### src/common/histPkg.sv
package histPkg;

    // timestamp and histogram widths
    localparam int SampleWidth = 12;            // timestamp code width
    localparam int BinWidth    = 4;             // coarse bin and fine offset width
    localparam int CountWidth  = 8;             // saturating bin counter width

    typedef logic [SampleWidth-1:0] sampleT;    // one timestamp code
    typedef logic [BinWidth-1:0]    binT;       // coarse bin or window offset
    typedef logic [CountWidth-1:0]  countT;     // one bin count

    // derived histogram geometry
    localparam int BinCount   = 2 ** BinWidth;          // bins per histogram
    localparam int BinShift   = SampleWidth - BinWidth; // codes per coarse bin, as a shift
    localparam int CodeTop    = 2 ** SampleWidth;       // size of the code range
    localparam int HalfWindow = 2 ** (BinWidth - 1);    // half the fine window
    localparam int WindowTop  = CodeTop - BinCount;     // highest legal window start

    localparam countT CountMax = '1;            // counters stick here

    // The lane loops clearMem -> coarsePass -> clearMem -> finePass -> reportWait.
    // Each clearMem visit sweeps the count memory before the next pass starts.
    typedef enum logic [1:0] {
        clearMem,                               // memory sweep
        coarsePass,                             // top bits of each code
        finePass,                               // full resolution around the peak
        reportWait                              // result held for the collector
    } laneStateT;

endpackage

### src/hdl/sampleDistributor.sv
`timescale 1ns/1ps

module sampleDistributor #(
    parameter int NumPixels = 4,
    parameter int InDepth   = 4,
    parameter int LaneDepth = 2,
    localparam int PixWidth  = (NumPixels > 1) ? $clog2(NumPixels) : 1,
    localparam int PtrWidth  = (InDepth > 1) ? $clog2(InDepth) : 1,
    localparam int CredWidth = $clog2(LaneDepth + 1)
) (
    input  logic                 clk,
    input  logic                 combin_res,
    input  logic                 inValid,
    input  logic [PixWidth-1:0]  inPixel,
    input  histPkg::sampleT      inSample,
    output logic                 inCredit,
    output logic [NumPixels-1:0] laneValid,
    output histPkg::sampleT      laneSample,
    input  logic [NumPixels-1:0] laneCredit
);

    import histPkg::*;

    logic [PixWidth-1:0]  pixMem [InDepth];     // target lane per entry
    sampleT               sampleMem [InDepth];
    logic [PtrWidth-1:0]  wrPtr;
    logic [PtrWidth-1:0]  rdPtr;
    logic [PtrWidth:0]    fill;                 // entries held
    logic [CredWidth-1:0] laneCred [NumPixels]; // free slots per lane FIFO
    logic [PixWidth-1:0]  headPixel;
    logic                 pop;

    assign headPixel = pixMem[rdPtr];
    assign pop       = (fill != '0) && (laneCred[headPixel] != '0);

    // head goes out in the pop cycle, credit returned upstream at once
    assign inCredit   = pop;
    assign laneSample = sampleMem[rdPtr];

    always_comb begin
        laneValid = '0;
        if (pop) begin
            laneValid[headPixel] = 1'b1;
        end
    end

    always_ff @(posedge clk) begin
        if (inValid) begin
            pixMem[wrPtr]    <= inPixel;
            sampleMem[wrPtr] <= inSample;
        end
    end

    always_ff @(posedge clk or negedge combin_res) begin
        if (!combin_res) begin
            wrPtr <= '0;
            rdPtr <= '0;
            fill  <= '0;
        end else begin
            if (inValid) begin
                wrPtr <= (wrPtr == PtrWidth'(InDepth - 1)) ? '0 : wrPtr + 1'b1;
            end
            if (pop) begin
                rdPtr <= (rdPtr == PtrWidth'(InDepth - 1)) ? '0 : rdPtr + 1'b1;
            end
            if (inValid && !pop) begin
                fill <= fill + 1'b1;
            end else if (!inValid && pop) begin
                fill <= fill - 1'b1;
            end
        end
    end

    // per-lane credits, a send and a returned credit in one cycle cancel
    always_ff @(posedge clk or negedge combin_res) begin
        if (!combin_res) begin
            for (int p = 0; p < NumPixels; p++) begin
                laneCred[p] <= CredWidth'(LaneDepth);
            end
        end else begin
            for (int p = 0; p < NumPixels; p++) begin
                if (laneValid[p] && !laneCredit[p]) begin
                    laneCred[p] <= laneCred[p] - 1'b1;
                end else if (!laneValid[p] && laneCredit[p]) begin
                    laneCred[p] <= laneCred[p] + 1'b1;
                end
            end
        end
    end

endmodule

### src/histLane/histLane.sv
`timescale 1ns/1ps

module histLane #(
    parameter int SamplesPerPass = 16,
    parameter int LaneDepth      = 2,
    localparam int PtrWidth  = (LaneDepth > 1) ? $clog2(LaneDepth) : 1,
    localparam int PassWidth = $clog2(SamplesPerPass + 1)
) (
    input  logic            clk,
    input  logic            combin_res,
    input  logic            laneValid,
    input  histPkg::sampleT laneSample,
    output logic            laneCredit,
    output logic            resValid,
    output histPkg::binT    resCoarse,
    output histPkg::sampleT resFine,
    output histPkg::countT  resCount,
    input  logic            takeResult
);

    import histPkg::*;

    // input FIFO
    sampleT               fifoMem [LaneDepth];
    logic [PtrWidth-1:0]  wrPtr;
    logic [PtrWidth-1:0]  rdPtr;
    logic [PtrWidth:0]    fifoFill;
    sampleT               headSample;
    logic                 pop;

    // pass control
    laneStateT            state;
    logic                 fineNext;             // clearMem leads into the fine pass
    binT                  sweepAddr;
    logic [PassWidth-1:0] passCnt;              // samples popped this pass
    logic                 passFull;
    logic                 lastPop;

    // bin selection at pop time
    sampleT               winOffset;
    binT                  popAddr;
    logic                 popHit;

    // read-modify-write pipeline
    countT                binMem [BinCount];
    logic                 s1Hit;
    logic                 s1Last;
    binT                  s1Addr;
    countT                s1Old;
    countT                s1New;
    logic                 s2Hit;
    logic                 s2Last;
    binT                  s2Addr;
    countT                s2Count;

    // peak tracking and window
    countT                maxCount;
    binT                  maxBin;
    logic                 peakUpd;
    binT                  peakBinNow;
    binT                  coarseBin;
    sampleT               winStart;

    // fine window start from the coarse peak, clamped to the code range
    function automatic sampleT winStartOf(binT peak);
        logic [SampleWidth:0] code;
        code = {1'b0, peak, {BinShift{1'b0}}};
        if (code <= HalfWindow) begin
            return '0;
        end else if (code >= CodeTop - HalfWindow) begin
            return sampleT'(WindowTop);
        end
        return sampleT'(code - HalfWindow);
    endfunction

    assign headSample = fifoMem[rdPtr];
    assign passFull   = (passCnt == PassWidth'(SamplesPerPass));
    assign lastPop    = (passCnt == PassWidth'(SamplesPerPass - 1));
    assign pop        = (fifoFill != '0) && !passFull &&
                        (state == coarsePass || state == finePass);
    assign laneCredit = pop;

    always_ff @(posedge clk) begin
        if (laneValid) begin
            fifoMem[wrPtr] <= laneSample;
        end
    end

    always_ff @(posedge clk or negedge combin_res) begin
        if (!combin_res) begin
            wrPtr    <= '0;
            rdPtr    <= '0;
            fifoFill <= '0;
        end else begin
            if (laneValid) begin
                wrPtr <= (wrPtr == PtrWidth'(LaneDepth - 1)) ? '0 : wrPtr + 1'b1;
            end
            if (pop) begin
                rdPtr <= (rdPtr == PtrWidth'(LaneDepth - 1)) ? '0 : rdPtr + 1'b1;
            end
            if (laneValid && !pop) begin
                fifoFill <= fifoFill + 1'b1;
            end else if (!laneValid && pop) begin
                fifoFill <= fifoFill - 1'b1;
            end
        end
    end

    // a code below the window start wraps to a large offset, so one check covers both ends
    always_comb begin
        winOffset = headSample - winStart;
        if (state == coarsePass) begin
            popAddr = headSample[SampleWidth-1 -: BinWidth];
            popHit  = 1'b1;
        end else begin
            popAddr = winOffset[BinWidth-1:0];
            popHit  = (winOffset[SampleWidth-1:BinWidth] == '0);
        end
    end

    always_comb begin
        s1Old = (s2Hit && s2Addr == s1Addr) ? s2Count : binMem[s1Addr]; // forward pending write
        s1New = (s1Old == CountMax) ? s1Old : s1Old + 1'b1;
    end

    assign peakUpd    = s2Hit && (s2Count > maxCount);  // strictly greater only
    assign peakBinNow = peakUpd ? s2Addr : maxBin;

    always_ff @(posedge clk) begin
        if (state == clearMem) begin
            binMem[sweepAddr] <= '0;
        end else if (s2Hit) begin
            binMem[s2Addr] <= s2Count;
        end
    end

    always_ff @(posedge clk) begin
        s1Addr  <= popAddr;
        s2Addr  <= s1Addr;
        s2Count <= s1New;
        if (state == coarsePass && s2Last) begin
            coarseBin <= peakBinNow;
            winStart  <= winStartOf(peakBinNow);
        end
    end

    always_ff @(posedge clk or negedge combin_res) begin
        if (!combin_res) begin
            s1Hit     <= 1'b0;
            s1Last    <= 1'b0;
            s2Hit     <= 1'b0;
            s2Last    <= 1'b0;
            state     <= clearMem;
            fineNext  <= 1'b0;
            sweepAddr <= '0;
            passCnt   <= '0;
            maxCount  <= '0;
            maxBin    <= '0;
            resValid  <= 1'b0;
        end else begin
            s1Hit  <= pop && popHit;    // out-of-window samples become bubbles
            s1Last <= pop && lastPop;
            s2Hit  <= s1Hit;
            s2Last <= s1Last;
            if (pop) begin
                passCnt <= passCnt + 1'b1;
            end
            if (peakUpd) begin
                maxCount <= s2Count;
                maxBin   <= s2Addr;
            end
            case (state)
                clearMem: begin
                    maxCount  <= '0;
                    maxBin    <= '0;
                    sweepAddr <= sweepAddr + 1'b1;  // wraps to 0 for the next sweep
                    if (sweepAddr == binT'(BinCount - 1)) begin
                        state   <= fineNext ? finePass : coarsePass;
                        passCnt <= '0;
                    end
                end
                coarsePass: begin
                    if (s2Last) begin
                        fineNext <= 1'b1;
                        state    <= clearMem;
                    end
                end
                finePass: begin
                    if (s2Last) begin
                        resValid <= 1'b1;   // three cycles after the last pop
                        state    <= reportWait;
                    end
                end
                reportWait: begin
                    if (takeResult) begin
                        resValid <= 1'b0;
                        fineNext <= 1'b0;
                        state    <= clearMem;
                    end
                end
                default: state <= clearMem;
            endcase
        end
    end

    assign resCoarse = coarseBin;
    assign resFine   = winStart + sampleT'(maxBin);     // absolute fine peak code
    assign resCount  = maxCount;

endmodule

### src/hdl/resultCollector.sv
`timescale 1ns/1ps

module resultCollector #(
    parameter int NumPixels  = 4,
    parameter int OutCredits = 2,
    localparam int PixWidth  = (NumPixels > 1) ? $clog2(NumPixels) : 1,
    localparam int CredWidth = $clog2(OutCredits + 1)
) (
    input  logic                            clk,
    input  logic                            combin_res,
    input  logic [NumPixels-1:0]            resValid,
    input  histPkg::binT   [NumPixels-1:0]  resCoarse,
    input  histPkg::sampleT [NumPixels-1:0] resFine,
    input  histPkg::countT [NumPixels-1:0]  resCount,
    output logic [NumPixels-1:0]            takeResult,
    output logic                            outValid,
    output logic [PixWidth-1:0]             outPixel,
    output histPkg::binT                    outCoarse,
    output histPkg::sampleT                 outFine,
    output histPkg::countT                  outCount,
    input  logic                            outCredit
);

    logic [PixWidth-1:0]  lastGrant;
    logic [PixWidth-1:0]  grantIdx;
    logic                 grantHit;
    logic [CredWidth-1:0] credits;      // downstream slots still free

    // round robin, search starts just after the last granted lane
    always_comb begin
        logic [PixWidth-1:0] probe;
        grantHit = 1'b0;
        grantIdx = lastGrant;
        for (int k = 1; k <= NumPixels; k++) begin
            probe = PixWidth'((int'(lastGrant) + k) % NumPixels);
            if (!grantHit && resValid[probe] && credits != '0) begin
                grantHit = 1'b1;
                grantIdx = probe;
            end
        end
    end

    always_comb begin
        takeResult = '0;
        if (grantHit) begin
            takeResult[grantIdx] = 1'b1;
        end
    end

    always_ff @(posedge clk or negedge combin_res) begin
        if (!combin_res) begin
            lastGrant <= PixWidth'(NumPixels - 1);  // first search begins at lane 0
            credits   <= CredWidth'(OutCredits);
            outValid  <= 1'b0;
        end else begin
            outValid <= grantHit;
            if (grantHit) begin
                lastGrant <= grantIdx;
            end
            if (grantHit && !outCredit) begin
                credits <= credits - 1'b1;  // spent at grant time
            end else if (!grantHit && outCredit) begin
                credits <= credits + 1'b1;
            end
        end
    end

    always_ff @(posedge clk) begin
        if (grantHit) begin
            outPixel  <= grantIdx;
            outCoarse <= resCoarse[grantIdx];
            outFine   <= resFine[grantIdx];
            outCount  <= resCount[grantIdx];
        end
    end

endmodule

### src/hdl/histTop.sv
`timescale 1ns/1ps

module histTop #(
    parameter int NumPixels      = 4,
    parameter int SamplesPerPass = 16,
    parameter int InDepth        = 4,
    parameter int LaneDepth      = 2,
    parameter int OutCredits     = 2,
    localparam int PixWidth = (NumPixels > 1) ? $clog2(NumPixels) : 1
) (
    input  logic                clk,
    input  logic                combin_res,
    // upstream sample port
    input  logic                inValid,
    input  logic [PixWidth-1:0] inPixel,
    input  histPkg::sampleT     inSample,
    output logic                inCredit,
    // downstream result port
    output logic                outValid,
    output logic [PixWidth-1:0] outPixel,
    output histPkg::binT        outCoarse,
    output histPkg::sampleT     outFine,
    output histPkg::countT      outCount,
    input  logic                outCredit
);

    import histPkg::*;

    logic [NumPixels-1:0]   laneValid;
    sampleT                 laneSample;     // shared by all lanes
    logic [NumPixels-1:0]   laneCredit;
    logic [NumPixels-1:0]   resValid;
    binT [NumPixels-1:0]    resCoarse;
    sampleT [NumPixels-1:0] resFine;
    countT [NumPixels-1:0]  resCount;
    logic [NumPixels-1:0]   takeResult;

    sampleDistributor #(
        .NumPixels (NumPixels),
        .InDepth   (InDepth),
        .LaneDepth (LaneDepth)
    ) distributor (
        .clk        (clk),
        .combin_res (combin_res),
        .inValid    (inValid),
        .inPixel    (inPixel),
        .inSample   (inSample),
        .inCredit   (inCredit),
        .laneValid  (laneValid),
        .laneSample (laneSample),
        .laneCredit (laneCredit)
    );

    for (genvar p = 0; p < NumPixels; p++) begin : laneGen
        histLane #(
            .SamplesPerPass (SamplesPerPass),
            .LaneDepth      (LaneDepth)
        ) lane (
            .clk        (clk),
            .combin_res (combin_res),
            .laneValid  (laneValid[p]),
            .laneSample (laneSample),
            .laneCredit (laneCredit[p]),
            .resValid   (resValid[p]),
            .resCoarse  (resCoarse[p]),
            .resFine    (resFine[p]),
            .resCount   (resCount[p]),
            .takeResult (takeResult[p])
        );
    end

    resultCollector #(
        .NumPixels  (NumPixels),
        .OutCredits (OutCredits)
    ) collector (
        .clk        (clk),
        .combin_res (combin_res),
        .resValid   (resValid),
        .resCoarse  (resCoarse),
        .resFine    (resFine),
        .resCount   (resCount),
        .takeResult (takeResult),
        .outValid   (outValid),
        .outPixel   (outPixel),
        .outCoarse  (outCoarse),
        .outFine    (outFine),
        .outCount   (outCount),
        .outCredit  (outCredit)
    );

endmodule

### config.mk
export PLATFORM = sky130hd
export DESIGN_NAME = histTop
export DESIGN_NICKNAME = d
export VERILOG_FILES = /design/src/common/histPkg.sv /design/src/hdl/sampleDistributor.sv /design/src/histLane/histLane.sv /design/src/hdl/resultCollector.sv /design/src/hdl/histTop.sv
export SDC_FILE = /design/constraint.sdc
export NUM_CORES = 1
export LEC_CHECK = 0
export BUFFER_PORTS_ARGS = -buffer_cell sky130_fd_sc_hd__buf_2
export CAP_MARGIN = 25
export CORE_AREA = 10 10 279 281
export CTS_CLUSTER_SIZE = 25
export DETAILED_ROUTE_END_ITERATION = 10
export DIE_AREA = 0 0 289 291
export GPL_TIMING_DRIVEN = 0
export PLACE_DENSITY = 0.8
export SYNTH_ARGS = -nofsm -noshare
export SYNTH_HDL_FRONTEND = slang
export SYNTH_SLANG_ARGS = --single-unit
### constraint.sdc
create_clock -name clk -period 3.7 [get_ports clk]
set_input_delay 0.37 -clock clk [delete_from_list [all_inputs] [get_ports clk]]
set_output_delay 0.37 -clock clk [all_outputs]
set_load 0.005 [all_outputs]
# Word-level counts from Yosys, hierarchy flattened
# Memories as Yosys holds them, arrays and structs flattened. A register that Yosys moved wholly into a read port is not among the register bits.
# Cells that the tools add are included.
dict set report word_totals {
  mem_count 10
  mem_bits_rw 664
  out_inout_bits 28
  inputBits 18
  ff_bits 306
}
dict set report classes {
  n_addsub 58
  order_cmp 17
  n_reduce_logical 122
  eq_ne 50
  n_bitwise 1
  n_mux 203
}
# name depth word_bits rd rd_ports_with_merged_regs write_ports line
set memory_table {}
lappend memory_table {{laneGen[0].lane.binMem} 16 8 1 1 1 histLane.sv:45} ;# countT binMem [BinCount];
lappend memory_table {{laneGen[1].lane.binMem} 16 8 1 1 1 histLane.sv:45}
lappend memory_table {{laneGen[2].lane.binMem} 16 8 1 1 1 histLane.sv:45}
lappend memory_table {{laneGen[3].lane.binMem} 16 8 1 1 1 histLane.sv:45}
lappend memory_table {distributor.sampleMem 4 12 1 0 1 sampleDistributor.sv:25} ;# sampleT sampleMem [InDepth];
lappend memory_table {{laneGen[0].lane.fifoMem} 2 12 1 0 1 histLane.sv:24} ;# sampleT fifoMem [LaneDepth];
lappend memory_table {{+4 memories} -- -- -- -- -- --}
# op n
set op_table {}
lappend op_table {{2-to-1 mux 8 bit} 21}
lappend op_table {{2-to-1 mux 12 bit} 9}
lappend op_table {{2-to-1 mux 2 bit} 46}
lappend op_table {{2-to-1 mux 4 bit} 19}
lappend op_table {{2-to-1 mux 1 bit} 72}
lappend op_table {{2-to-1 mux 5 bit} 12}
lappend op_table {{logical AND 1 bit} 50}
lappend op_table {{adder 12 x 4 -> 12 bit} 4}
lappend op_table {{less-or-equal comparator 12 x 4 -> 1 bit (second input constant)} 4}
lappend op_table {{nonzero test 2 bit} 24}
lappend op_table {{subtractor 12 bit} 4}
lappend op_table {{subtractor 12 x 4 -> 12 bit (second input constant)} 4}
lappend op_table {{adder 8 x 1 -> 8 bit (second input constant)} 4}
lappend op_table {{equality test 8 bit (second input constant)} 4}
lappend op_table {{> comparator 8 bit} 4}
lappend op_table {{zero test 8 bit} 4}
lappend op_table {{case mux 2 bit (4 select lines)} 4}
lappend op_table {{OR reduction 8 bit} 4}
lappend op_table {{adder 2 x 1 -> 2 bit (second input constant)} 13}
lappend op_table {{binary-select mux 12 bit (select 2 bit)} 1}
lappend op_table {{inequality test 2 x 1 -> 1 bit (second input constant)} 12}
lappend op_table {{AND reduction 3 bit} 8}
lappend op_table {{adder 5 x 1 -> 5 bit (second input constant)} 4}
lappend op_table {{equality test 2 bit (second input constant)} 10}
lappend op_table {{other kinds (28)} 110}

# Logic depth before layout (Yosys ltp)
# Gate-level depths: netlist of the first run.
dict set report logic_depth {
  word_depth 24
  depth_mapped 14
  depth_no_buf 12
}

# By module
# A second synthesis of the first run with hierarchy kept.
dict set report unflattened {
  hier_cells 2773
  area_unflattened_um2 42284.3
}
# module area_each_um2 seq_area_each_um2 cells_each instances
set modules_own_cells {}
lappend modules_own_cells {{histLane at laneGen[2].lane ...} 9246.4 5980.7 614 2}
lappend modules_own_cells {{histLane at laneGen[1].lane} 9371.5 5980.7 603 1}
lappend modules_own_cells {{histLane at laneGen[0].lane} 9336.5 5980.7 613 1}
lappend modules_own_cells {sampleDistributor 2981.6 2062.0 160 1}
lappend modules_own_cells {resultCollector 2102.0 909.6 169 1}

# Worst setup path before layout of the first run
# OpenSTA, ideal clock, no wires.
dict set report synth_path {
  kind {reg-to-reg}
  start {reg distributor.rdPtr[0]}
  end {mem laneGen[0].lane.fifoMem[0][0] (netlist bit) (enable)}
  path_stages_with_launch 9
  t_arrival_ps 3122
  path_slack_ps 166
  period_less_slack_ps 3534
  path_cell_list {dfrtp_1 buf_2 mux4_2 buf_2 a21oi_1 nor2_1 a211oi_2 inv_2 nor4_1}
}
dict set report synth_between {
  elab_chain_len 10
  elab_cells_between_ends 15
}
# item line
set synth_lines {}
lappend synth_lines {{start: declaration} sampleDistributor.sv:27} ;# logic [PtrWidth-1:0] rdPtr;
lappend synth_lines {{start signal: assignment} sampleDistributor.sv:64} ;# rdPtr <= (rdPtr == PtrWidth'(InDepth - 1)) ? '0 : rdPtr + 1'b1;
lappend synth_lines {{memory read (4 x 2 bit)} --}
lappend synth_lines {{NOT 2 -> 3 bit (not written as such)} sampleDistributor.sv:34} ;# assign pop = (fill != '0) && (laneCred[headPixel] != '0);
lappend synth_lines {{binary-select mux 2 bit (select 2 bit)} sampleDistributor.sv:34}
lappend synth_lines {{2-to-1 mux 2 bit (not written as such) (2 in a row)} sampleDistributor.sv:34}
lappend synth_lines {{nonzero test 2 bit} sampleDistributor.sv:34}
lappend synth_lines {{logical AND 1 bit} sampleDistributor.sv:34}
lappend synth_lines {{named net inCredit} histTop.sv:17} ;# output logic inCredit,
lappend synth_lines {{2-to-1 mux 4 bit} sampleDistributor.sv:42} ;# if (pop) begin
lappend synth_lines {{2-to-1 mux 1 bit} histLane.sv:84} ;# if (laneValid) begin
lappend synth_lines {{2-to-1 mux 1 bit (not written as such)} histLane.sv:85} ;# fifoMem[wrPtr] <= laneSample;
lappend synth_lines {{end: declaration} histLane.sv:24}
# The timed path passes the listed nets, and every way through them passes these cells. The select of a mux whose other input is x is not followed.

# Worst setup path in the final report of the first run
dict set report layout_path {
  start {reg collector.lastGrant[0]}
  end {reg collector.outFine[9] (data pin)}
}
dict set report layout_between {
  elab_chain_len 19
  elab_cells_between_ends 31
}
# item line
set layout_lines {}
lappend layout_lines {{start: declaration} resultCollector.sv:24} ;# logic [PixWidth-1:0] lastGrant;
lappend layout_lines {{start signal: assignment} resultCollector.sv:52} ;# lastGrant <= PixWidth'(NumPixels - 1);
lappend layout_lines {{start signal: assignment} resultCollector.sv:58} ;# lastGrant <= grantIdx;
lappend layout_lines {{adder 2 x 1 -> 2 bit} resultCollector.sv:35} ;# probe = PixWidth'((int'(lastGrant) + k) % NumPixels);
lappend layout_lines {{binary-select mux 1 bit (select 2 bit)} resultCollector.sv:36} ;# if (!grantHit && resValid[probe] && credits != '0) begin
lappend layout_lines {{2-to-1 mux 1 bit (not written as such)} resultCollector.sv:36}
lappend layout_lines {{logical AND 1 bit} resultCollector.sv:36}
lappend layout_lines {{2-to-1 mux 1 bit} resultCollector.sv:36}
lappend layout_lines {{zero test 1 bit} resultCollector.sv:36}
lappend layout_lines {{logical AND 1 bit (2 in a row)} resultCollector.sv:36}
lappend layout_lines {{2-to-1 mux 1 bit} resultCollector.sv:36}
lappend layout_lines {{zero test 1 bit} resultCollector.sv:36}
lappend layout_lines {{logical AND 1 bit (2 in a row)} resultCollector.sv:36}
lappend layout_lines {{2-to-1 mux 1 bit} resultCollector.sv:36}
lappend layout_lines {{zero test 1 bit} resultCollector.sv:36}
lappend layout_lines {{logical AND 1 bit (2 in a row)} resultCollector.sv:36}
lappend layout_lines {{2-to-1 mux 2 bit *} resultCollector.sv:36}
lappend layout_lines {{binary-select mux 12 bit (select 2 bit) *} resultCollector.sv:72} ;# outFine <= resFine[grantIdx];
lappend layout_lines {{2-to-1 mux 12 bit (not written as such) *} resultCollector.sv:72}
lappend layout_lines {{end signal: assignment} resultCollector.sv:72}
lappend layout_lines {{end: declaration} resultCollector.sv:19} ;# output histPkg::sampleT outFine,
# Mark *: on every way between the ends. The rest lies on a longest branch, timed or not. The select of a mux whose other input is x is not followed.
# A chain may end at the register's enable or synchronous reset.

==> impl_metrics.env, run 1 <==
export IMPL_r2r_start="collector.lastGrant[0]"
export IMPL_core_area_um2=72340
export IMPL_routed_wl_met3_um=7613
export IMPL_clockRootBuffer="clkbuf_16"
export IMPL_die_y_um=291
export IMPL_r2r_slack_ns=0.13
export IMPL_synth_top_family_by_area="multiplexers"
export IMPL_max_stage_delay_ns=0.71
export IMPL_syn_area_um2=40670
export IMPL_synth_main_ff_cell="edfxtp_1"
export IMPL_finalCritPeriodShare=0.9655
export IMPL_fin_skew_ns=0.02621
export IMPL_cp_max_fo=10
export IMPL_seqPwrFrac=0.377
export IMPL_ys_seq_area_frac=0.6591
export IMPL_peakVddDrop_v=0.0005773
export IMPL_synth_yosys_warnings=0
export IMPL_synthToLayoutAreaGrowth_pct=12.72
export IMPL_rsz0062_at_grt="false"
export IMPL_cts_buffers=93
export IMPL_portBuffers=45
export IMPL_period_needed_ns=3.572
export IMPL_n_fill_cell=4890
export IMPL_setup_viol=0
export IMPL_final_setup_worst_slack_ns=0.1275
export IMPL_yosys_area_share_xor_xnor=0.02477
export IMPL_tightest_slew_ns=1.167
export IMPL_hold_path_class="in2reg"
export IMPL_wl_met2_um=44540
export IMPL_clkTransAtPathRegs_ns=0.06
export IMPL_reg2reg_to="collector.outFine[9]"
export IMPL_hold_viol=0
export IMPL_start_util=0.5622
export IMPL_max_clock_freq_mhz=279.9
export IMPL_netlist_area_leader_share=0.5339
export IMPL_cts_max_path_buffers=3
export IMPL_grt_pass1_wl_um=139300
export IMPL_synth_cells=2512
export IMPL_via_count=23170
export IMPL_met1_length_um=36180
export IMPL_cp_arrival_ns=3.92
export IMPL_p_leak_nw=16.86
export IMPL_drt_iter0_drc=2725
export IMPL_wl_um=90700
export IMPL_timing_critical_path_required_ns=4.05
export IMPL_routedWlPerCell_um=24.23
export IMPL_crit_family="compound AO/OA/AOI/OAI gates"
export IMPL_postCtsSetupRepairBufs=0
export IMPL_relSlewSlack=0.2191
export IMPL_status="completed"
export IMPL_syn_num_nets=2658
export IMPL_cpMostUsedCell="buf_2"
export IMPL_routed_top_layer="met5"
export IMPL_crit_type="reg2reg"
export IMPL_critPathBufInv=2
export IMPL_internal_power_mw=27.53
export IMPL_crit_path_end_kind="flop"
export IMPL_multi_input_area_um2=12840
export IMPL_worstHoldStart="inValid"
export IMPL_async_flop_share=0.1619
export IMPL_hold_path_endpoint="distributor.wrPtr[0]"
export IMPL_final_area_um2=45840
export IMPL_maxSlewViolCount=0
export IMPL_dp_hpwl_um=59570
export IMPL_grt_max_degree=97
export IMPL_synth_compound_area_frac=0.04313
export IMPL_gp_congestion=0.8597
export IMPL_yosysUniqueCellTypes=83
export IMPL_synth_edf_count=723
export IMPL_timing_hold_ws_ns=0.07477
export IMPL_cts_max_level=3
export IMPL_synthTopCellsByArea="edfxtp_1 53%, mux4_2 9.7%, dfrtp_1 8.9%"
export IMPL_min_path_cells=2
export IMPL_ant_nets=0
export IMPL_yosysTopAreaCell="edfxtp_1"
export IMPL_ioPinCount=46
export IMPL_r2r_cells=8
export IMPL_seq_area_um2=26800
export IMPL_cts_sinks=939
export IMPL_power_density_nw_per_um2=935.0
export IMPL_worstPathCellList="buf_2 -> mux4_2 -> nand2_1 -> o22ai_1 -> a311o_1 -> buf_2 -> and2_1 -> a221oi_1"
export IMPL_clkPwrFrac=0.231
export IMPL_synthMuxAreaShare=0.1443
export IMPL_synth_adder_area_share=0.04030
export IMPL_cts_tree="done"
export IMPL_swShare=0.3577
export IMPL_grt_overflow=0
export IMPL_placed_area_um2=42300
export IMPL_maxCapViolCount=0
export IMPL_via_per_inst=6.190
export IMPL_finalSetupTns_ns=0
export IMPL_total_power_mw=42.86
export IMPL_layout_commonest_cell="edfxtp_1"
export IMPL_nets=2848
export IMPL_syn_avg_cell_area_um2=16.19
export IMPL_drtPass1Iterations=6
export IMPL_clk_latency_ns=0.67
export IMPL_place_ws_ns=-0.1086
export IMPL_cpMaxStageDelayCell="a221oi_1"
export IMPL_grt_usage=0.2151
export IMPL_dieWidth_um=289
export IMPL_synth_simple_gate_area_frac=0.06258
export IMPL_final_layout_size_suffix_gt1_frac=0.1980
export IMPL_dieArea_um2=84100
export IMPL_ys_ff_latch=939
export IMPL_switchingPower_mw=15.33
export IMPL_critPathLaunchType="flop"
export IMPL_power_frac_comb=0.392
export IMPL_row_count=99
export IMPL_final_cell_mix="723 x edfxtp_1, 204 x nor2_1, 176 x mux4_2, 145 x dfrtp_1, 142 x inv_1"
export IMPL_drc=0
export IMPL_grt_pass1_vias=23720
export IMPL_antenna_found_initial=5
## sequential cells by signal, summed over array words and instances, names as in the netlist, 16 cells and up
name                    flops
laneGen.lane.winStart      20
laneGen.lane.sweepAddr     16
laneGen.lane.s2Addr        16
laneGen.lane.s2Count       32
laneGen.lane.passCnt       20
laneGen.lane.resCount      32
laneGen.lane.binMem       512
laneGen.lane.fifoMem       96
laneGen.lane.s1Addr        16
laneGen.lane.resCoarse     16
laneGen.lane.maxBin        16
distributor.sampleMem      48
## power by group through the flow
| stage | Combinational, mW | Sequential, mW | Clock [mW] |
|---|---|---|---|
| 2_1_floorplan | 12.1 | 15.6 | 0 |
| 3_3_place_gp | 15.4 | 16.1 | 0 |
| 3_5_place_dp | 16.4 | 16.3 | 0 |
| 4_1_cts | 16.7 | 16.1 | 10.0 |
| 5_1_grt | 18.3 | 16.4 | 10.4 |
| 6_report | 16.8 | 16.2 | 9.90 |
## cell usage after synthesis, drive strengths merged, types with 34 or more instances
cell type / count
edfxtp: 723
nor2: 205
mux4: 191
dfrtp: 145
inv: 143
ha: 123
nand2: 84
mux2i: 75
mux2: 67
xnor2: 65
dfxtp: 64
o21ai: 51
xor2: 50
a21oi: 45
and2: 44
buf: 42
clkbuf: 42
nand3: 35
a22o: 34
## cells by family after synthesis
logic type | Yosys count
buffers and inverters | 229
multiplexers | 333
AND/OR/NAND/NOR | 514
flip-flops | 939
XOR/XNOR | 115
AO/OA/AOI/OAI | 254
adder cells (fa/ha/maj) | 128
## metal layers
layer | GRT usage | up-vias
met5 | 0 | -
met4 | 0.06763 | 4
met3 | 0.04153 | 190
met2 | 0.3516 | 1130
met1 | 0.2885 | 11820
li1 | - | 10020
## worst reg2reg max path: cells and delay by family, from the launching register on
family	cells	cell delay [ns]
buffers and inverters	2	0.43
multiplexers	1	0.56
AO/OA/AOI/OAI	3	1.30
flip-flops	1	0.51
AND/OR/NAND/NOR	2	0.46
## final cells by class
type                       count  area share
antenna                        1  0.00005459
buffer                        85     0.01119
clock buffer                 120     0.05543
clock inverter                56     0.01493
inverter                     144     0.01179
multi-input combinational   1344      0.2802
sequential                   939      0.5847
tap                          959     0.02617
timing repair buffer          95     0.01550
## what timing repair did
item | CTS | global route
hold buffers | 15 | 0
resized for setup | 2 | 5
cloned | 0 | 0
endpoints found under the hold margin | 109 | 0
setup endpoints to repair | 24 | 13
## how the worst max path moves through the flow
| stage | cells after the start | to | slack, ns | from |
|---|---|---|---|---|
| 2_1_floorplan | 8 | laneGen[0].lane.fifoMem[0][0] | 0.17 | distributor.rdPtr[0] |
| 3_3_place_gp | 8 | laneGen[0].lane.fifoMem[0][1] | -0.81 | distributor.rdPtr[0] |
| 3_5_place_dp | 8 | laneGen[3].lane.fifoMem[0][6] | -0.11 | distributor.rdPtr[0] |
| 4_1_cts | 9 | laneGen[0].lane.s2Count[1] | 0.07 | laneGen[0].lane.s1Addr[3] |
| 5_1_grt | 9 | laneGen[2].lane.fifoMem[1][1] | 0.03 | distributor.rdPtr[0] |
| 6_report | 8 | collector.outFine[9] | 0.13 | collector.lastGrant[0] |
## per-stage QoR
step,utilization,std cells
floorplan,-,2512
global placement,0.5819,3516
detailed placement,0.5847,3533
CTS,0.6315,3724
global route,0.6337,3742
finish,0.6337,3743
No activity file was read; power rests on OpenSTA's default activity.
==> inputs of run 2 (changes only) <==
CORE_AREA = 10 10 272 274   (was 10 10 279 281)
DIE_AREA = 0 0 282 284   (was 0 0 289 291)
PLACE_DENSITY = 0.81   (was 0.8)
SKIP_CTS_REPAIR_TIMING = 1   (was not set)
clock period = 4.2 ns   (was 3.7 ns; I/O delays follow)
==> impl_metrics.env, run 2 (synthesis results as in run 1) <==
export IMPL_max_clock_freq_mhz=264.7
export IMPL_critPathLaunchType="flop"
export IMPL_max_stage_delay_ns=0.68
export IMPL_cts_tree="done"
export IMPL_drt_iter0_drc=2485
export IMPL_hold_viol=0
export IMPL_cp_max_fo=10
export IMPL_finalCritPeriodShare=0.8995
export IMPL_setup_viol=0
export IMPL_seq_area_um2=26800
export IMPL_maxCapViolCount=0
export IMPL_period_needed_ns=3.778
export IMPL_cts_buffers=91
export IMPL_rsz0062_at_grt="false"
export IMPL_drc=0
export IMPL_power_density_nw_per_um2=817.2
export IMPL_cts_max_level=3
export IMPL_final_cell_mix="723 x edfxtp_1, 205 x nor2_1, 176 x mux4_2, 145 x dfrtp_1, 142 x inv_1"
export IMPL_maxSlewViolCount=0
export IMPL_nets=2834
export IMPL_timing_critical_path_required_ns=4.72
export IMPL_grt_usage=0.2233
export IMPL_final_area_um2=45360
export IMPL_largest_register="laneGen.lane.binMem"
export IMPL_synthToLayoutAreaGrowth_pct=11.54
export IMPL_wl_um=88990
export IMPL_dieWidth_um=282
export IMPL_grt_max_degree=99
export IMPL_cp_arrival_ns=4.30
export IMPL_tightest_slew_ns=1.084
export IMPL_relSlewSlack=0.2745
export IMPL_top_usage_layer="met2"
export IMPL_grt_pass1_wl_um=137800
export IMPL_final_layout_size_suffix_gt1_frac=0.1918
export IMPL_start_util=0.5950
export IMPL_multi_input_area_um2=12830
export IMPL_cts_max_path_buffers=3
export IMPL_total_power_mw=37.07
export IMPL_cts_sinks=939
export IMPL_hold_path_class="in2reg"
export IMPL_peakVddDrop_v=0.0005162
export IMPL_n_fill_cell=4338
export IMPL_largest_reg_flops=512
export IMPL_via_per_inst=6.296
export IMPL_num_antenna_cells=0
export IMPL_grt_pass1_vias=23380
export IMPL_drtPass1Iterations=7
export IMPL_gr_usage_met3=0.03790
export IMPL_layout_commonest_cell="edfxtp_1"
export IMPL_core_area_um2=68350
export IMPL_die_y_um=284
export IMPL_grtUsageMet2=0.3621
export IMPL_grt_overflow=0
export IMPL_p_leak_nw=16.67
export IMPL_reg_top3="laneGen.lane.binMem x512, laneGen.lane.fifoMem x96, distributor.sampleMem x48"
export IMPL_via_count=22950
export IMPL_ioPinCount=46
export IMPL_portBuffers=45
export IMPL_routedWlPerCell_um=24.41
export IMPL_fin_skew_ns=0.01992
export IMPL_dieArea_um2=80090
export IMPL_ant_nets=0
export IMPL_gp_congestion=0.8878
export IMPL_dp_hpwl_um=59250
export IMPL_clkTransAtPathRegs_ns=0.06
export IMPL_crit_type="reg2reg"
export IMPL_status="completed"
export IMPL_placed_area_um2=42150
export IMPL_cpMaxStageDelayCell="clkbuf_1"
export IMPL_use_met1=0.3068
export IMPL_clockRootBuffer="clkbuf_16"
export IMPL_crit_path_end_kind="flop"
export IMPL_worstPathCellList="clkbuf_1 -> clkbuf_1 -> mux4_2 -> mux4_2 -> mux2_2 -> ha_1 -> and3b_2 -> nand4_2 -> mux2_1"
export IMPL_row_count=96
export IMPL_clk_latency_ns=0.65
export IMPL_antenna_found_initial=0
run 2: cell count changes in the layout (fill, tap and decap cells not counted), sizes merged, moves of 2 or more:
| cell | change |
|---|---|
| buf | -5 |
| clkinv | -4 |
| clkinvlp | +2 |
| dlygate4sd3 | -5 |
| bufinv | -7 |
| clkbuf | +2 |
run 2: report_power, final:
part | switching [mW] | internal (mW)
combinational | 8.46 | 6.28
clock | 3.43 | 4.66
sequential | 1.43 | 12.8
total | 13.3 | 23.8
run 2: path summary, 6_finish.rpt:
check | depth (start not counted) | slack, ns | start | to
setup / recovery | 9 | 0.42 | laneGen[0].lane.s1Addr[3] | laneGen[0].lane.s2Count[1]
hold / removal | 1 | 0.005 | inSample[9] | distributor.sampleMem[0][9]
setup reg to reg | 9 | 0.42 | laneGen[0].lane.s1Addr[3] | laneGen[0].lane.s2Count[1]
hold reg to reg | 0 | 0.34 | laneGen[3].lane.s1Last | laneGen[3].lane.s2Last
max in group asynchronous | 3 | 2.99 | combin_res | laneGen[0].lane.resCount[4]
min in group asynchronous | 2 | 0.32 | combin_res | distributor.wrPtr[1]
run 2: area by class of cell:
type,instances,share of cell area
Tap cell,882,0.02433
Multi-Input combinational cell,1344,0.2828
Clock inverter,46,0.009599
Sequential cell,939,0.5909
Buffer,85,0.01125
Clock buffer,123,0.05624
Inverter,144,0.01192
Timing Repair Buffer,83,0.01294
run 2: metrics by stage:
stage | setup TNS, ns | util | hold WS [ns] | instances | worst slack (ns)
6_report | 0 | 0.6637 | 0.005132 | 3646 | 0.4219
5_1_grt | 0 | 0.6637 | 0.004002 | 3646 | 0.2772
4_1_cts | 0 | 0.6604 | -0.2601 | 3622 | 0.4596
3_5_place_dp | 0 | 0.6167 | 0.3334 | 3453 | 0.5441
3_3_place_gp | -2.079 | 0.6145 | 0.3352 | 3439 | -0.1735
2_1_floorplan | 0 | - | 0.1244 | 2512 | 0.6659
run 2: critical path, delay by kind of cell (launching register included):
| kind | cells | cell delay (ns) |
|---|---|---|
| and+or+nand+nor | 2 | 0.41 |
| adders and majority gates | 1 | 0.22 |
| muxes | 4 | 1.63 |
| buffers and inverters | 2 | 1.04 |
| DFF | 1 | 0.36 |
run 2: layer usage:
metal,vias up,part of all wire
li1,9977,-
met1,11700,0.40
met2,1092,0.49
met3,188,0.082
met4,0,0.024
met5,-,0
==> inputs of run 3 (changes only) <==
CORE_AREA = 2 2 262 264   (was 10 10 272 274)
DIE_AREA = 0 0 264 266   (was 0 0 282 284)
PLACE_DENSITY = 0.82   (was 0.81)
TNS_END_PERCENT = 30   (was not set)
==> impl_metrics.env, run 3 (synthesis results as in run 1) <==
export IMPL_relSlewSlack=0.2560
export IMPL_r2r_cells=9
export IMPL_synthToLayoutAreaGrowth_pct=12.17
export IMPL_dieWidth_um=264
export IMPL_tightest_slew_ns=1.112
export IMPL_power_density_nw_per_um2=820.3
export IMPL_setup_viol=0
export IMPL_core_area_um2=67750
export IMPL_period_needed_ns=3.652
export IMPL_drtPass1Iterations=8
export IMPL_grt_pass1_wl_um=136200
export IMPL_via_count=23280
export IMPL_r2r_start="laneGen[0].lane.s1Addr[3]"
export IMPL_crit_path_end_kind="flop"
export IMPL_ant_nets=0
export IMPL_cts_sinks=939
export IMPL_cts_max_path_buffers=3
export IMPL_final_layout_size_suffix_gt1_frac=0.1945
export IMPL_dieArea_um2=70220
export IMPL_routedWlPerCell_um=24.45
export IMPL_seqPwrFrac=0.381
export IMPL_largest_register="laneGen.lane.binMem"
export IMPL_clkTransAtPathRegs_ns=0.06
export IMPL_timing_critical_path_required_ns=4.74
export IMPL_swShare=0.3590
export IMPL_place_ws_ns=0.5984
export IMPL_cts_buffers=93
export IMPL_ioPinCount=46
export IMPL_min_path_cells=2
export IMPL_finalCritPeriodShare=0.8695
export IMPL_final_area_um2=45620
export IMPL_internal_power_mw=23.98
export IMPL_hold_path_endpoint="distributor.wrPtr[1]"
export IMPL_drc=0
export IMPL_gp_congestion=0.9031
export IMPL_worstPathCellList="clkbuf_1 -> clkbuf_1 -> mux4_2 -> mux4_2 -> mux2_2 -> ha_1 -> and3b_2 -> nand4_2 -> mux2_1"
export IMPL_cp_max_fo=10
export IMPL_status="completed"
export IMPL_via_per_inst=6.352
export IMPL_power_frac_comb=0.394
export IMPL_clkPwrFrac=0.225
export IMPL_p_leak_nw=16.78
export IMPL_placed_area_um2=42180
export IMPL_peakVddDrop_v=0.0005818
export IMPL_clockRootBuffer="clkbuf_16"
export IMPL_start_util=0.6003
export IMPL_total_power_mw=37.42
export IMPL_final_cells=3664
export IMPL_drt_iter0_drc=2953
export IMPL_hold_viol=0
export IMPL_finalSetupTns_ns=0
export IMPL_antenna_found_initial=2
export IMPL_max_clock_freq_mhz=273.8
export IMPL_crit_type="reg2reg"
export IMPL_row_count=96
export IMPL_reg_top3="laneGen.lane.binMem x512, laneGen.lane.fifoMem x96, distributor.sampleMem x48"
export IMPL_num_antenna_cells=0
export IMPL_wl_um=89590
export IMPL_cts_max_level=3
export IMPL_nets=2849
export IMPL_final_setup_worst_slack_ns=0.5483
export IMPL_dp_hpwl_um=58920
export IMPL_clk_latency_ns=0.66
export IMPL_n_fill_cell=4301
export IMPL_grt_pass1_vias=23310
export IMPL_cp_arrival_ns=4.19
export IMPL_grt_usage=0.2559
export IMPL_critPathLaunchType="flop"
export IMPL_final_cell_mix="723 x edfxtp_1, 205 x nor2_1, 176 x mux4_2, 145 x dfrtp_1, 142 x inv_1"
export IMPL_max_stage_delay_ns=0.65
export IMPL_grt_overflow=0
export IMPL_grt_max_degree=90
export IMPL_cpMaxStageDelayCell="clkbuf_1"
export IMPL_fin_skew_ns=0.03905
export IMPL_hold_path_class="in2reg"
export IMPL_die_y_um=266
export IMPL_portBuffers=45
export IMPL_layout_commonest_cell="edfxtp_1"
export IMPL_maxSlewViolCount=0
export IMPL_r2r_slack_ns=0.55
export IMPL_switchingPower_mw=13.43
export IMPL_numPlacedInstances=3455
export IMPL_largest_reg_flops=512
export IMPL_cts_tree="done"
export IMPL_reg2reg_to="laneGen[0].lane.s2Count[1]"
export IMPL_worstHoldStart="inValid"
export IMPL_rsz0062_at_grt="false"
export IMPL_maxCapViolCount=0
## run 3: cell count changes in the layout (fill, tap and decap cells not counted), sizes merged
cell,previous run,this run
clkinvlp,5,7
buf,115,122
clkinv,29,32
dlygate4sd3,10,15
bufinv,6,10
inv,150,147
## run 3: how the worst max path moves through the flow
stage / start / endpoint / slack (ns) / cells after the start
floorplan: distributor.rdPtr[0] / laneGen[0].lane.fifoMem[0][0] / 0.67 / 8
global placement: distributor.rdPtr[0] / laneGen[0].lane.fifoMem[0][1] / -0.22 / 8
detailed placement: distributor.rdPtr[0] / laneGen[3].lane.fifoMem[0][5] / 0.60 / 8
CTS: distributor.rdPtr[0] / laneGen[3].lane.fifoMem[0][1] / 0.55 / 8
global route: distributor.rdPtr[0] / laneGen[3].lane.fifoMem[0][1] / 0.31 / 8
finish: laneGen[0].lane.s1Addr[3] / laneGen[0].lane.s2Count[1] / 0.55 / 9
## run 3: layout make-up
class | count | area, µm² | share of cell area
buffer | 85 | 510.5 | 0.01119
multi-input combinational | 1344 | 12830 | 0.2813
sequential | 939 | 26800 | 0.5876
clock inverter | 52 | 594.3 | 0.01303
timing repair buffer | 96 | 719.4 | 0.01577
tap | 882 | 1104 | 0.02419
clock buffer | 122 | 2510 | 0.05502
inverter | 144 | 540.5 | 0.01185
## run 3: worst max-delay path, delay by kind of cell, from the launching register on
kind,cells,cell delay [ns]
mux,4,1.60
buf+inv,2,0.96
simple gates,2,0.39
flops,1,0.35
fa+ha+maj,1,0.23
## run 3: metrics by stage
stage                 util  hold WS [ns]
global route        0.6734        0.1355
detailed placement  0.6226        0.3347
global placement    0.6199        0.3322
CTS                 0.6684       -0.2356
floorplan                -        0.1244
finish              0.6734        0.1158
## run 3: layer usage
| metal | up-vias | global-route usage | wire length, µm |
|---|---|---|---|
| met5 | - | 0 | 0 |
| met3 | 194 | 0.03336 | 7327 |
| met4 | 0 | 0.07340 | 1944 |
| met1 | 11880 | 0.3605 | 35760 |
| li1 | 9999 | - | - |
| met2 | 1206 | 0.4253 | 44560 |
## run 3: power groups by stage
stage                     clock, mW  combinational (mW)  sequential, mW
final                          8.43                14.7            14.3
after global routing           8.88                16.0            14.4
after CTS                      8.51                14.5            14.2
after detailed placement          0                14.3            14.4
after global placement            0                13.5            14.2
after floorplan                   0                10.6            13.8
